File: config.mk
export PLATFORM = sky130hd
export DESIGN_NAME = load_store_unit
export DESIGN_NICKNAME = d
export VERILOG_FILES = /design/src/hw/fcpu_pkg.sv /design/src/hw/load_store_unit.sv /design/src/hw/cdb_arbiter.sv /design/src/hw/data_memory.sv /design/src/hw/memory_functional_unit.sv /design/src/hw/reservation_station.sv /design/src/hw/fifo.sv
export SDC_FILE = /design/constraint.sdc
export NUM_CORES = 2
export LEC_CHECK = 0
export BUFFER_PORTS_ARGS = -buffer_cell sky130_fd_sc_hd__buf_2
export CELL_PAD_IN_SITES_DETAIL_PLACEMENT = 1
export CELL_PAD_IN_SITES_GLOBAL_PLACEMENT = 1
export CORE_ASPECT_RATIO = 0.75
export CORE_UTILIZATION = 30
export DETAILED_ROUTE_END_ITERATION = 8
export GPL_ROUTABILITY_DRIVEN = 0
export PLACE_DENSITY_LB_ADDON = 0.2
export SYNTH_ARGS = -nofsm -noshare
export SYNTH_HDL_FRONTEND = slang
export SYNTH_MEMORY_MAX_BITS = 65536
export SYNTH_SLANG_ARGS = --single-unit
File: constraint.sdc
create_clock -name clk -period 18.9 [get_ports clk]
set_input_delay 1.89 -clock clk [delete_from_list [all_inputs] [get_ports clk]]
set_output_delay 1.89 -clock clk [all_outputs]
set_load 0.02 [all_outputs]
File: src/hw/fcpu_pkg.sv
`default_nettype none

package fcpu_pkg;

   localparam int DATA_W   = 16;  // data and address width
   localparam int RSV_ID_W = 4;   // reorder buffer id, used as tag
   localparam int INSTR_W  = 4;

   // cdb word is id above data
   localparam int CDB_W = RSV_ID_W + DATA_W;

   // issue word is {id, opcode, slot 2, slot 1, slot 0}, each slot {tag, value}
   // slot 0 holds the offset, slot 1 the base, slot 2 the store data
   localparam int N_MEM_OPERANDS = 3;
   localparam int ISSUE_W        = RSV_ID_W + INSTR_W + N_MEM_OPERANDS * CDB_W;

   localparam logic [INSTR_W-1:0] I_LOAD   = 4'h1;  // base + offset
   localparam logic [INSTR_W-1:0] I_LOADB  = 4'h2;  // base - offset
   localparam logic [INSTR_W-1:0] I_STORE  = 4'h3;
   localparam logic [INSTR_W-1:0] I_STOREB = 4'h4;

   localparam int STORE_BUFFER_SIZE = 4;

   // ram index is the low address bits
   localparam int MEM_ADDR_W = 8;

endpackage

`default_nettype wire
File: src/hw/load_store_unit.sv
`default_nettype none

module load_store_unit (
   input  wire                                clk,
   input  wire                                nrst,
   input  wire                                i_valid,
   input  wire [fcpu_pkg::ISSUE_W-1:0]        i_data,
   input  wire [fcpu_pkg::N_MEM_OPERANDS-1:0] i_filled,
   output logic                               o_ready,
   input  wire                                i_store_commit_valid,
   input  wire                                i_store_commit_invalidate,
   input  wire [fcpu_pkg::RSV_ID_W-1:0]       i_store_commit_id,
   input  wire [fcpu_pkg::CDB_W-1:0]          i_cdb,
   input  wire                                i_cdb_valid,
   output logic [fcpu_pkg::CDB_W-1:0]         o_cdb,
   output logic                               o_cdb_valid,
   input  wire                                i_cdb_ready
);

   import fcpu_pkg::*;

   // memory request
   logic                req_valid;
   logic [INSTR_W-1:0]  req_opcode;
   logic [RSV_ID_W-1:0] req_rsv_id;
   logic [DATA_W-1:0]   req_address;
   logic [DATA_W-1:0]   req_data;
   logic                req_ready;
   // result sources
   logic [CDB_W-1:0]    fwd_cdb;
   logic                fwd_cdb_valid;
   logic                fwd_cdb_ready;
   logic [CDB_W-1:0]    mem_cdb;
   logic                mem_cdb_valid;
   logic                mem_cdb_ready;

   memory_functional_unit u_mfu (
      .clk                      (clk),
      .nrst                     (nrst),
      .i_valid                  (i_valid),
      .i_data                   (i_data),
      .i_filled                 (i_filled),
      .o_ready                  (o_ready),
      .i_store_commit_valid     (i_store_commit_valid),
      .i_store_commit_invalidate(i_store_commit_invalidate),
      .i_store_commit_id        (i_store_commit_id),
      .i_cdb                    (i_cdb),
      .i_cdb_valid              (i_cdb_valid),
      .o_fwd_cdb                (fwd_cdb),
      .o_fwd_cdb_valid          (fwd_cdb_valid),
      .i_fwd_cdb_ready          (fwd_cdb_ready),
      .o_valid                  (req_valid),
      .o_opcode                 (req_opcode),
      .o_rsv_id                 (req_rsv_id),
      .o_address                (req_address),
      .o_data                   (req_data),
      .i_ready                  (req_ready)
   );

   data_memory u_dmem (
      .clk        (clk),
      .nrst       (nrst),
      .i_valid    (req_valid),
      .i_opcode   (req_opcode),
      .i_rsv_id   (req_rsv_id),
      .i_address  (req_address),
      .i_data     (req_data),
      .o_ready    (req_ready),
      .o_cdb      (mem_cdb),
      .o_cdb_valid(mem_cdb_valid),
      .i_cdb_ready(mem_cdb_ready)
   );

   cdb_arbiter u_arb (
      .i_mem_cdb      (mem_cdb),
      .i_mem_cdb_valid(mem_cdb_valid),
      .o_mem_cdb_ready(mem_cdb_ready),
      .i_fwd_cdb      (fwd_cdb),
      .i_fwd_cdb_valid(fwd_cdb_valid),
      .o_fwd_cdb_ready(fwd_cdb_ready),
      .o_cdb          (o_cdb),
      .o_cdb_valid    (o_cdb_valid),
      .i_cdb_ready    (i_cdb_ready)
   );

endmodule

`default_nettype wire

File: src/hw/cdb_arbiter.sv
`default_nettype none

module cdb_arbiter (
   input  wire [fcpu_pkg::CDB_W-1:0]  i_mem_cdb,
   input  wire                        i_mem_cdb_valid,
   output logic                       o_mem_cdb_ready,
   input  wire [fcpu_pkg::CDB_W-1:0]  i_fwd_cdb,
   input  wire                        i_fwd_cdb_valid,
   output logic                       o_fwd_cdb_ready,
   output logic [fcpu_pkg::CDB_W-1:0] o_cdb,
   output logic                       o_cdb_valid,
   input  wire                        i_cdb_ready
);

   // memory result wins, it cannot be withdrawn
   assign o_cdb           = i_mem_cdb_valid ? i_mem_cdb : i_fwd_cdb;
   assign o_cdb_valid     = i_mem_cdb_valid || i_fwd_cdb_valid;
   assign o_mem_cdb_ready = i_cdb_ready;
   assign o_fwd_cdb_ready = i_cdb_ready && !i_mem_cdb_valid;

endmodule

`default_nettype wire

File: src/hw/data_memory.sv
`default_nettype none

module data_memory (
   input  wire                           clk,
   input  wire                           nrst,
   input  wire                           i_valid,
   input  wire [fcpu_pkg::INSTR_W-1:0]   i_opcode,
   input  wire [fcpu_pkg::RSV_ID_W-1:0]  i_rsv_id,
   input  wire [fcpu_pkg::DATA_W-1:0]    i_address,
   input  wire [fcpu_pkg::DATA_W-1:0]    i_data,
   output logic                          o_ready,
   output logic [fcpu_pkg::CDB_W-1:0]    o_cdb,
   output logic                          o_cdb_valid,
   input  wire                           i_cdb_ready
);

   import fcpu_pkg::*;

   logic [DATA_W-1:0]     ram [2**MEM_ADDR_W];
   logic [MEM_ADDR_W-1:0] index;
   logic                  accept;
   logic                  is_load;

   assign index   = i_address[MEM_ADDR_W-1:0];
   assign o_ready = !o_cdb_valid || i_cdb_ready;  // result slot free or leaving
   assign accept  = i_valid && o_ready;
   assign is_load = i_opcode == I_LOAD || i_opcode == I_LOADB;

   always_ff @(posedge clk) begin
      if (accept && (i_opcode == I_STORE || i_opcode == I_STOREB)) begin
         ram[index] <= i_data;
      end
      if (accept && is_load) begin
         o_cdb <= {i_rsv_id, ram[index]};
      end
   end

   always_ff @(posedge clk) begin
      if (nrst) begin
         o_cdb_valid <= 1'b0;
      end else if (accept && is_load) begin
         o_cdb_valid <= 1'b1;
      end else if (i_cdb_ready) begin
         o_cdb_valid <= 1'b0;
      end
   end

endmodule

`default_nettype wire

File: src/hw/memory_functional_unit.sv
`default_nettype none

module memory_functional_unit (
   input  wire                                clk,
   input  wire                                nrst,
   input  wire                                i_valid,
   input  wire [fcpu_pkg::ISSUE_W-1:0]        i_data,
   input  wire [fcpu_pkg::N_MEM_OPERANDS-1:0] i_filled,
   output logic                               o_ready,
   input  wire                                i_store_commit_valid,
   input  wire                                i_store_commit_invalidate,
   input  wire [fcpu_pkg::RSV_ID_W-1:0]       i_store_commit_id,
   input  wire [fcpu_pkg::CDB_W-1:0]          i_cdb,
   input  wire                                i_cdb_valid,
   output logic [fcpu_pkg::CDB_W-1:0]         o_fwd_cdb,
   output logic                               o_fwd_cdb_valid,
   input  wire                                i_fwd_cdb_ready,
   output logic                               o_valid,
   output logic [fcpu_pkg::INSTR_W-1:0]       o_opcode,
   output logic [fcpu_pkg::RSV_ID_W-1:0]      o_rsv_id,
   output logic [fcpu_pkg::DATA_W-1:0]        o_address,
   output logic [fcpu_pkg::DATA_W-1:0]        o_data,
   input  wire                                i_ready
);

   import fcpu_pkg::*;

   logic                                  issue_store;
   logic                                  rs_ready;
   logic                                  sb_ok;
   logic                                  p_valid;
   logic                                  p_ready;
   logic [RSV_ID_W+INSTR_W+2*DATA_W-1:0]  p_data;
   logic [DATA_W-1:0]                     p_addr;
   logic [RSV_ID_W+INSTR_W+DATA_W-1:0]    a_data;
   logic                                  a_valid;
   logic                                  a_ready;
   logic [RSV_ID_W-1:0]                   a_id;
   logic [INSTR_W-1:0]                    a_op;
   logic [DATA_W-1:0]                     a_addr;
   logic                                  a_load;
   logic                                  a_store;

   logic [STORE_BUFFER_SIZE-1:0]          sb_valid;
   logic [STORE_BUFFER_SIZE-1:0]          sb_data_rdy;
   logic [STORE_BUFFER_SIZE-1:0]          sb_addr_rdy;
   logic [STORE_BUFFER_SIZE-1:0]          sb_committed;
   logic [STORE_BUFFER_SIZE-1:0]          sb_inval;
   logic [STORE_BUFFER_SIZE-1:0]          sb_override;
   logic [RSV_ID_W-1:0]                   sb_id       [STORE_BUFFER_SIZE];
   logic [RSV_ID_W-1:0]                   sb_data_tag [STORE_BUFFER_SIZE];
   logic [DATA_W-1:0]                     sb_data     [STORE_BUFFER_SIZE];
   logic [DATA_W-1:0]                     sb_addr     [STORE_BUFFER_SIZE];
   logic [$clog2(STORE_BUFFER_SIZE)-1:0]  sb_head;
   logic [$clog2(STORE_BUFFER_SIZE)-1:0]  sb_tail;
   logic [STORE_BUFFER_SIZE-1:0]          sb_match;
   logic                                  sb_push;
   logic                                  sb_pop;
   logic                                  sb_drop;

   logic                                  bypass;
   logic                                  fwd_hit;
   logic [DATA_W-1:0]                     fwd_data;
   logic                                  store_req;
   logic                                  store_stall;
   logic                                  load_req;

   function automatic logic is_store(input logic [INSTR_W-1:0] op);
      return op == I_STORE || op == I_STOREB;
   endfunction

   function automatic logic is_load(input logic [INSTR_W-1:0] op);
      return op == I_LOAD || op == I_LOADB;
   endfunction

   // a store needs a free buffer entry at issue
   assign issue_store = is_store(i_data[N_MEM_OPERANDS*CDB_W +: INSTR_W]);
   assign sb_ok       = !(issue_store && sb_valid[sb_tail]);
   assign o_ready     = rs_ready && sb_ok;
   assign sb_push     = i_valid && o_ready && issue_store;

   reservation_station #(
      .N_OPERANDS  (2),
      .N_STATIONS_W(2)
   ) u_rs (
      .clk        (clk),
      .nrst       (nrst),
      .i_data     ({i_data[N_MEM_OPERANDS*CDB_W +: RSV_ID_W+INSTR_W], i_data[0 +: 2*CDB_W]}),
      .i_filled   (i_filled[1:0]),
      .i_valid    (i_valid && sb_ok),
      .o_ready    (rs_ready),
      .o_data     (p_data),
      .o_valid    (p_valid),
      .i_ready    (p_ready),
      .i_cdb      (i_cdb),
      .i_cdb_valid(i_cdb_valid)
   );

   // B forms take base minus offset
   assign p_addr = (p_data[2*DATA_W +: INSTR_W] == I_LOADB ||
                    p_data[2*DATA_W +: INSTR_W] == I_STOREB) ?
                   p_data[DATA_W +: DATA_W] - p_data[0 +: DATA_W] :
                   p_data[DATA_W +: DATA_W] + p_data[0 +: DATA_W];

   fifo #(
      .FIFO_DEPTH_W(2),
      .DATA_W      (RSV_ID_W+INSTR_W+DATA_W)
   ) u_addr_fifo (
      .clk      (clk),
      .nrst     (nrst),
      .i_a_data ({p_data[2*DATA_W +: RSV_ID_W+INSTR_W], p_addr}),
      .i_a_valid(p_valid),
      .o_a_ready(p_ready),
      .o_b_data (a_data),
      .o_b_valid(a_valid),
      .i_b_ready(a_ready)
   );

   assign {a_id, a_op, a_addr} = a_data;
   assign a_load  = a_valid && is_load(a_op);
   assign a_store = a_valid && is_store(a_op);

   // only stores with a known address are older than the head load
   always_comb begin
      fwd_hit  = 1'b0;
      fwd_data = '0;
      for (int i = 0; i < STORE_BUFFER_SIZE; i++) begin
         sb_match[i] = sb_valid[i] && sb_addr_rdy[i] && sb_addr[i] == a_addr;
         if (sb_match[i] && sb_data_rdy[i] && !sb_override[i] && !sb_inval[i]) begin
            fwd_hit  = 1'b1;
            fwd_data = sb_data[i];
         end
      end
   end

   assign bypass          = a_load && !(|sb_match);
   assign o_fwd_cdb_valid = a_load && fwd_hit;
   assign o_fwd_cdb       = {a_id, fwd_data};

   // loads first, but a refused store request is held until taken
   assign store_req = store_stall ||
                      (sb_valid[sb_head] && sb_data_rdy[sb_head] && sb_addr_rdy[sb_head] &&
                       sb_committed[sb_head] && !sb_inval[sb_head] &&
                       !bypass && !o_fwd_cdb_valid);
   assign load_req  = bypass && !store_req;
   assign sb_drop   = sb_valid[sb_head] && sb_committed[sb_head] && sb_inval[sb_head];
   assign sb_pop    = (store_req && i_ready) || sb_drop;
   assign a_ready   = !a_load || (load_req && i_ready) || (o_fwd_cdb_valid && i_fwd_cdb_ready);

   always_comb begin
      o_valid = load_req || store_req;
      if (store_req) begin
         o_opcode  = I_STORE;  // memory sees one store kind
         o_rsv_id  = sb_id[sb_head];
         o_address = sb_addr[sb_head];
         o_data    = sb_data[sb_head];
      end else begin
         o_opcode  = a_op;
         o_rsv_id  = a_id;
         o_address = a_addr;
         o_data    = '0;
      end
   end

   always_ff @(posedge clk) begin
      if (nrst) begin
         sb_valid    <= '0;
         sb_head     <= '0;
         sb_tail     <= '0;
         store_stall <= 1'b0;
      end else begin
         store_stall <= store_req && !i_ready;
         for (int i = 0; i < STORE_BUFFER_SIZE; i++) begin
            if (sb_valid[i] && !sb_data_rdy[i] && i_cdb_valid &&
                sb_data_tag[i] == i_cdb[DATA_W +: RSV_ID_W]) begin
               sb_data[i]     <= i_cdb[DATA_W-1:0];
               sb_data_rdy[i] <= 1'b1;
            end
            if (a_store && sb_valid[i]) begin
               if (sb_id[i] == a_id) begin
                  sb_addr[i]     <= a_addr;
                  sb_addr_rdy[i] <= 1'b1;
               end else if (sb_addr_rdy[i] && sb_addr[i] == a_addr) begin
                  sb_override[i] <= 1'b1;  // younger store to same word
               end
            end
            if (sb_valid[i] && i_store_commit_valid && sb_id[i] == i_store_commit_id) begin
               sb_committed[i] <= 1'b1;
               sb_inval[i]     <= i_store_commit_invalidate;
            end
         end
         if (sb_push) begin
            sb_valid[sb_tail]    <= 1'b1;
            sb_id[sb_tail]       <= i_data[N_MEM_OPERANDS*CDB_W+INSTR_W +: RSV_ID_W];
            sb_data_tag[sb_tail] <= i_data[2*CDB_W+DATA_W +: RSV_ID_W];
            if (!i_filled[2] && i_cdb_valid &&
                i_cdb[DATA_W +: RSV_ID_W] == i_data[2*CDB_W+DATA_W +: RSV_ID_W]) begin
               sb_data[sb_tail]     <= i_cdb[DATA_W-1:0];
               sb_data_rdy[sb_tail] <= 1'b1;
            end else begin
               sb_data[sb_tail]     <= i_data[2*CDB_W +: DATA_W];
               sb_data_rdy[sb_tail] <= i_filled[2];
            end
            sb_addr_rdy[sb_tail]  <= 1'b0;
            sb_committed[sb_tail] <= 1'b0;
            sb_inval[sb_tail]     <= 1'b0;
            sb_override[sb_tail]  <= 1'b0;
            sb_tail               <= sb_tail + 1'b1;
         end
         if (sb_pop) begin
            sb_valid[sb_head] <= 1'b0;
            sb_head           <= sb_head + 1'b1;
         end
      end
   end

endmodule

`default_nettype wire

File: src/hw/reservation_station.sv
`default_nettype none

module reservation_station #(
   parameter int N_OPERANDS   = 2,
   parameter int N_STATIONS_W = 2
) (
   input  wire clk,
   input  wire nrst,
   input  wire [fcpu_pkg::RSV_ID_W+fcpu_pkg::INSTR_W+N_OPERANDS*fcpu_pkg::CDB_W-1:0] i_data,
   input  wire [N_OPERANDS-1:0] i_filled,
   input  wire i_valid,
   output logic o_ready,
   output logic [fcpu_pkg::RSV_ID_W+fcpu_pkg::INSTR_W+N_OPERANDS*fcpu_pkg::DATA_W-1:0] o_data,
   output logic o_valid,
   input  wire i_ready,
   input  wire [fcpu_pkg::CDB_W-1:0] i_cdb,
   input  wire i_cdb_valid
);

   import fcpu_pkg::*;

   logic [2**N_STATIONS_W-1:0] valid;
   logic [RSV_ID_W-1:0]        ent_id [2**N_STATIONS_W];
   logic [INSTR_W-1:0]         opcode [2**N_STATIONS_W];
   logic [RSV_ID_W-1:0]        tag    [2**N_STATIONS_W][N_OPERANDS];
   logic [DATA_W-1:0]          value  [2**N_STATIONS_W][N_OPERANDS];
   logic [N_OPERANDS-1:0]      filled [2**N_STATIONS_W];
   logic [N_STATIONS_W-1:0]    head;
   logic [N_STATIONS_W-1:0]    tail;
   logic [RSV_ID_W-1:0]        cdb_id;
   logic [DATA_W-1:0]          cdb_val;
   logic                       push;
   logic                       pop;

   assign cdb_id  = i_cdb[DATA_W +: RSV_ID_W];
   assign cdb_val = i_cdb[DATA_W-1:0];

   assign o_ready = !valid[tail];
   assign push    = i_valid && o_ready;
   // oldest entry only, memory order is kept
   assign o_valid = valid[head] && (&filled[head]);
   assign pop     = o_valid && i_ready;

   always_comb begin
      o_data[N_OPERANDS*DATA_W +: RSV_ID_W+INSTR_W] = {ent_id[head], opcode[head]};
      for (int k = 0; k < N_OPERANDS; k++) begin
         o_data[k*DATA_W +: DATA_W] = value[head][k];  // tags dropped
      end
   end

   always_ff @(posedge clk) begin
      if (nrst) begin
         valid <= '0;
         head  <= '0;
         tail  <= '0;
      end else begin
         // wakeup of waiting operands
         for (int e = 0; e < 2**N_STATIONS_W; e++) begin
            for (int k = 0; k < N_OPERANDS; k++) begin
               if (valid[e] && !filled[e][k] && i_cdb_valid && cdb_id == tag[e][k]) begin
                  value[e][k]  <= cdb_val;
                  filled[e][k] <= 1'b1;
               end
            end
         end
         if (push) begin
            valid[tail]  <= 1'b1;
            ent_id[tail] <= i_data[N_OPERANDS*CDB_W+INSTR_W +: RSV_ID_W];
            opcode[tail] <= i_data[N_OPERANDS*CDB_W +: INSTR_W];
            for (int k = 0; k < N_OPERANDS; k++) begin
               tag[tail][k] <= i_data[k*CDB_W+DATA_W +: RSV_ID_W];
               // broadcast in the issue cycle is caught here
               if (!i_filled[k] && i_cdb_valid &&
                   cdb_id == i_data[k*CDB_W+DATA_W +: RSV_ID_W]) begin
                  value[tail][k]  <= cdb_val;
                  filled[tail][k] <= 1'b1;
               end else begin
                  value[tail][k]  <= i_data[k*CDB_W +: DATA_W];
                  filled[tail][k] <= i_filled[k];
               end
            end
            tail <= tail + 1'b1;
         end
         if (pop) begin
            valid[head] <= 1'b0;
            head        <= head + 1'b1;
         end
      end
   end

endmodule

`default_nettype wire

File: src/hw/fifo.sv
`default_nettype none

module fifo #(
   parameter int FIFO_DEPTH_W = 2,
   parameter int DATA_W       = 8
) (
   input  wire              clk,
   input  wire              nrst,
   input  wire [DATA_W-1:0] i_a_data,
   input  wire              i_a_valid,
   output logic             o_a_ready,
   output logic [DATA_W-1:0] o_b_data,
   output logic             o_b_valid,
   input  wire              i_b_ready
);

   logic [DATA_W-1:0]       mem [2**FIFO_DEPTH_W];
   logic [FIFO_DEPTH_W-1:0] wr_ptr;
   logic [FIFO_DEPTH_W-1:0] rd_ptr;
   logic [FIFO_DEPTH_W:0]   count;
   logic                    push;
   logic                    pop;

   assign o_a_ready = !count[FIFO_DEPTH_W];  // top bit set only when full
   assign o_b_valid = |count;
   assign o_b_data  = mem[rd_ptr];
   assign push      = i_a_valid && o_a_ready;
   assign pop       = o_b_valid && i_b_ready;

   always_ff @(posedge clk) begin
      if (push) begin
         mem[wr_ptr] <= i_a_data;
      end
   end

   always_ff @(posedge clk) begin
      if (nrst) begin
         wr_ptr <= '0;
         rd_ptr <= '0;
         count  <= '0;
      end else begin
         if (push) begin
            wr_ptr <= wr_ptr + 1'b1;
         end
         if (pop) begin
            rd_ptr <= rd_ptr + 1'b1;
         end
         if (push && !pop) begin
            count <= count + 1'b1;
         end else if (pop && !push) begin
            count <= count - 1'b1;
         end
      end
   end

endmodule

`default_nettype wire

==> metrics.md <==
| Metric | Value |
|---|---|
| Setup CP Type | `register to register` |
| Boundary pin count | `124` |
| CTS resizes | `0` |
| Fmax | `approximately 94 MHz` |
| Outcome | `complete, no violations` |
| Hpwl dp | `396000 microns` |
| Synthesized Nets | `12733` |
| Synthesized cell area | `0.193 sq mm` |
| Clock power frac | `33.6%` |
| Cts bufs inserted | `between 400 and 500` |
| CP dominant cell by count | `buf_4` |
| Worst path required time | `slightly below 20000 ps` |
| Main flop type after synthesis | `edfxtp_1` |
| Crit-path leading delay family | `buffers and inverters` |
| Clock Tree Buf Depth | `4` |
| Gr usage total | `19.6%` |
| Core area | `around 0.64 sq mm` |
| WL final | `657000 microns` |
| NetSw | `9.24 mW` |
| Async SR Flop Fraction | `0%` |
| Pint | `between 15 and 20 mW` |
| Post-Synthesis Cells | `~13000` |
| Final nets | `approximately 13000` |
| Pins over their slew limit | `0` |
| Synthesized flop and latch total | `4623` |
| Synth area leader | `edfxtp_1` |
| Setup violators final | `0` |
| Critical path fanouts, max | `66` |
| Post-synth top cells | `edfxtp_1 (4584), nand2_1 (1648), mux2i_1 (1282), a21oi_1 (759), clkbuf_1 (507)` |
| Buf+Inv Stages, Crit Path | `9` |
| Fill cells | `between 60000 and 70000` |
| Crit end category | `register` |
| CTS Sinks | `roughly 4600` |
| Sequential fraction of the synthesis area | `71.7%` |
| CP peak stage delay | `870 ps` |
| Maximum VDD drop | `approximately 130 uV` |
| # port buffers | `~120` |
| Leakage | `78.6 nW` |
| Hold_buf cts | `0` |
| Root Driver | `clkbuf_16` |
| Comb pwr share | `roughly 25%` |
| Antenna violations before repair | `78` |
| Final Skew | `between 70 and 80 ps` |
| Yosys Warn Count | `0` |
| Initial Util | `between 30% and 40%` |
| PD cells | `approximately 120 mW/mm^2` |
| Final Hold Viols | `0` |
| Clock slew at reported path FFs | `around 60 ps` |
| Top-area cell type share of the netlist area | `71.3%` |
| Remaining DRCs | `0` |
| Vias in the first global route | `about 110k` |
| Critical path arrival | `around 11000 ps` |
| Hold Crit Class | `register to register` |
| Post-route ant nets | `0` |
| Sum Neg Setup Slack | `0 ps` |
| Vias per cell | `~5.3` |
| Die width | `928 microns` |
| Unrepaired setup endpoints after global routing | `no` |
| Grt ovf | `0` |
| Via count | `115404` |
| Wire length per cell | `30.1 microns` |
| First-pass GRT wire length | `around 920000 microns` |
| Power Total | `about 27 mW` |
| DRT iter0 DRCs | `between 10000 and 15000` |
| Worst slew margin | `11.8%` |
| Height of the die | `about 700 microns` |
| Share of cells above drive strength 1 | `around 16%` |
| Main area contributors after synthesis | `edfxtp_1 (71%), mux2i_1 (6.6%), nand2_1 (3.2%), mux2_2 (2.7%), mux4_2 (2.5%)` |
| Setup repair bufs after CTS | `0` |
| Drt first pass iters | `6` |
| Die area | `between 0.6 and 0.7 sq mm` |
| CP Cell Sequence | `buf_4, inv_1, mux2_2, buf_4, inv_8, xnor2_1, nand4_1, nor2_1, and4_1, buf_4, o41ai_4, a31oi_4, mux2i_4, buf_4, nor2_1, nand2_4, buf_4, buf_4, buf_4, o22ai_1, nor3_1, o22ai_1, o21ai_1, nand4_1` |
| Mean Syn Cell Area | `15.3 sq um` |
| Crit-path slowest cell | `nor3_1` |
| Final Cycle Share | `56.3%` |
| Worst slew pin tran | `~1300 ps` |
| Final min period | `10640 ps` |
| Layout area overhead | `14.3%` |
| Reg power frac | `41.8%` |
| Max-cap violation count | `0` |
| TritonCTS clock tree | `yes` |
| Worst-Skew Late Latency | `approximately 1100 ps` |
| Crit start category | `register` |
| Post-synth EDFFs | `~4600` |
| Fin cells | `around 22000` |
| Placed Cells | `around 21000` |
| Sw Ratio | `between 30 and 40%` |
| Largest net degree at the start of global routing | `164` |
| # H-tree levels | `5` |
| Yosys cell types | `74` |
| # rows | `254` |
| Most common cell in the netlist | `edfxtp_1` |
## flip-flops by register name, summed over array words and instances (netlist names), 4 cells and up, named ones only
signal	cells
u_dmem.o_cdb	20
u_dmem.ram	4096
u_mfu.sb_addr	64
u_mfu.sb_addr_rdy	4
u_mfu.sb_committed	4
u_mfu.sb_data	64
u_mfu.sb_data_rdy	4
u_mfu.sb_data_tag	16
u_mfu.sb_id	16
u_mfu.sb_inval	4
u_mfu.sb_override	4
u_mfu.sb_valid	4
u_mfu.u_addr_fifo.mem	96
u_mfu.u_rs.ent_id	16
u_mfu.u_rs.filled	8
u_mfu.u_rs.opcode	16
u_mfu.u_rs.tag	32
u_mfu.u_rs.valid	4
u_mfu.u_rs.value	128
## tightest hold or removal path: cells and delay by family, from the launching register on
family             cells  cell delay, ps
and+or+nand+nor        1             110
AOI/OAI and AO/OA      1              50
DFF                    1             340
## path summary, 6_finish.rpt
| check | endpoint | startpoint | depth (start not counted) | slack [ps] |
|---|---|---|---|---|
| max | u_dmem.o_cdb[11]$_DFFE_PP_ | register | 24 | 8260 |
| min | u_mfu.u_rs.filled[1][0]$_DFF_P_ | u_mfu.u_rs.filled[1][0]$_DFF_P_ | 2 | 540 |
| max reg2reg | u_dmem.o_cdb[11]$_DFFE_PP_ | register | 24 | 8260 |
| min reg2reg | u_mfu.u_rs.filled[1][0]$_DFF_P_ | u_mfu.u_rs.filled[1][0]$_DFF_P_ | 2 | 540 |
## cells by family after synthesis
| family | Yosys count | share of synthesized area [%] |
|---|---|---|
| fa+ha+maj | 39 | 0.261 |
| compound gates | 2197 | 7.34 |
| flops | 4623 | 71.7 |
| xor+xnor | 176 | 0.798 |
| mux | 1970 | 11.9 |
| buf+inv | 904 | 2.01 |
| simple gates | 2683 | 5.97 |
## cell usage in the layout, fill, tap and decap left out, types with 35 or more instances in the layout
master,count
a221oi_1,122
a22o_1,72
mux4_2,214
clkinv_1,123
inv_1,60
o21ai_1,45
buf_2,123
o21ai_0,106
o221ai_1,59
o22a_1,58
mux2i_1,1278
nor2_2,105
nand2_1,1630
clkbuf_16,466
o311ai_0,35
xor2_1,51
o22ai_1,484
nor2_1,277
clkbuf_1,91
o31ai_1,177
buf_4,478
a22oi_1,55
a211oi_1,78
mux2_2,465
or4_1,132
xnor2_1,125
nand3_1,79
nor3_1,236
ha_1,37
edfxtp_1,4584
a21oi_1,758
nand4_1,65
clkinv_2,73
## routing by layer
metal / share of wire (%) / GRT usage (%) / vias to the layer above
li1: - / - / 49741
met1: 49 / 30.7 / 61811
met2: 43 / 28.9 / 3074
met3: 6.1 / 2.96 / 754
met4: 2.0 / 3.78 / 24
met5: 0.025 / 0 / -
## metrics by stage
step                setup slack (ps)  hold slack [ps]  cell area [sq um]  utilization (%)
floorplan                       7980              468             193000                -
global placement                7970              524             206000             32.2
detailed placement              8330              533             206000             32.2
CTS                             8320              546             221000             34.5
global route                    7820              567             221000             34.5
finish                          8260              544             221000             34.5
## power groups by stage
stage | Clock (mW) | Combinational, mW | Sequential, mW
5_1_grt | 9.73 | 7.06 | 11.4
4_1_cts | 9.39 | 6.77 | 11.4
6_report | 9.20 | 6.72 | 11.4
3_5_place_dp | 0 | 6.76 | 11.7
3_3_place_gp | 0 | 6.74 | 11.7
2_1_floorplan | 0 | 4.07 | 11.6
## area by class of cell
| cell class | count | area [sq um] | area share (%) |
|---|---|---|---|
| Antenna cell | 14 | 35.0 | 0.0159 |
| Clock buffer | 562 | 12100 | 5.47 |
| Clock inverter | 286 | 2700 | 1.22 |
| Inverter | 63 | 244 | 0.111 |
| Multi-Input combinational cell | 7065 | 51700 | 23.4 |
| Sequential cell | 4623 | 138000 | 62.8 |
| Tap cell | 8576 | 10700 | 4.86 |
| Timing Repair Buffer | 624 | 4660 | 2.11 |
(Power assumes the default switching activity.)
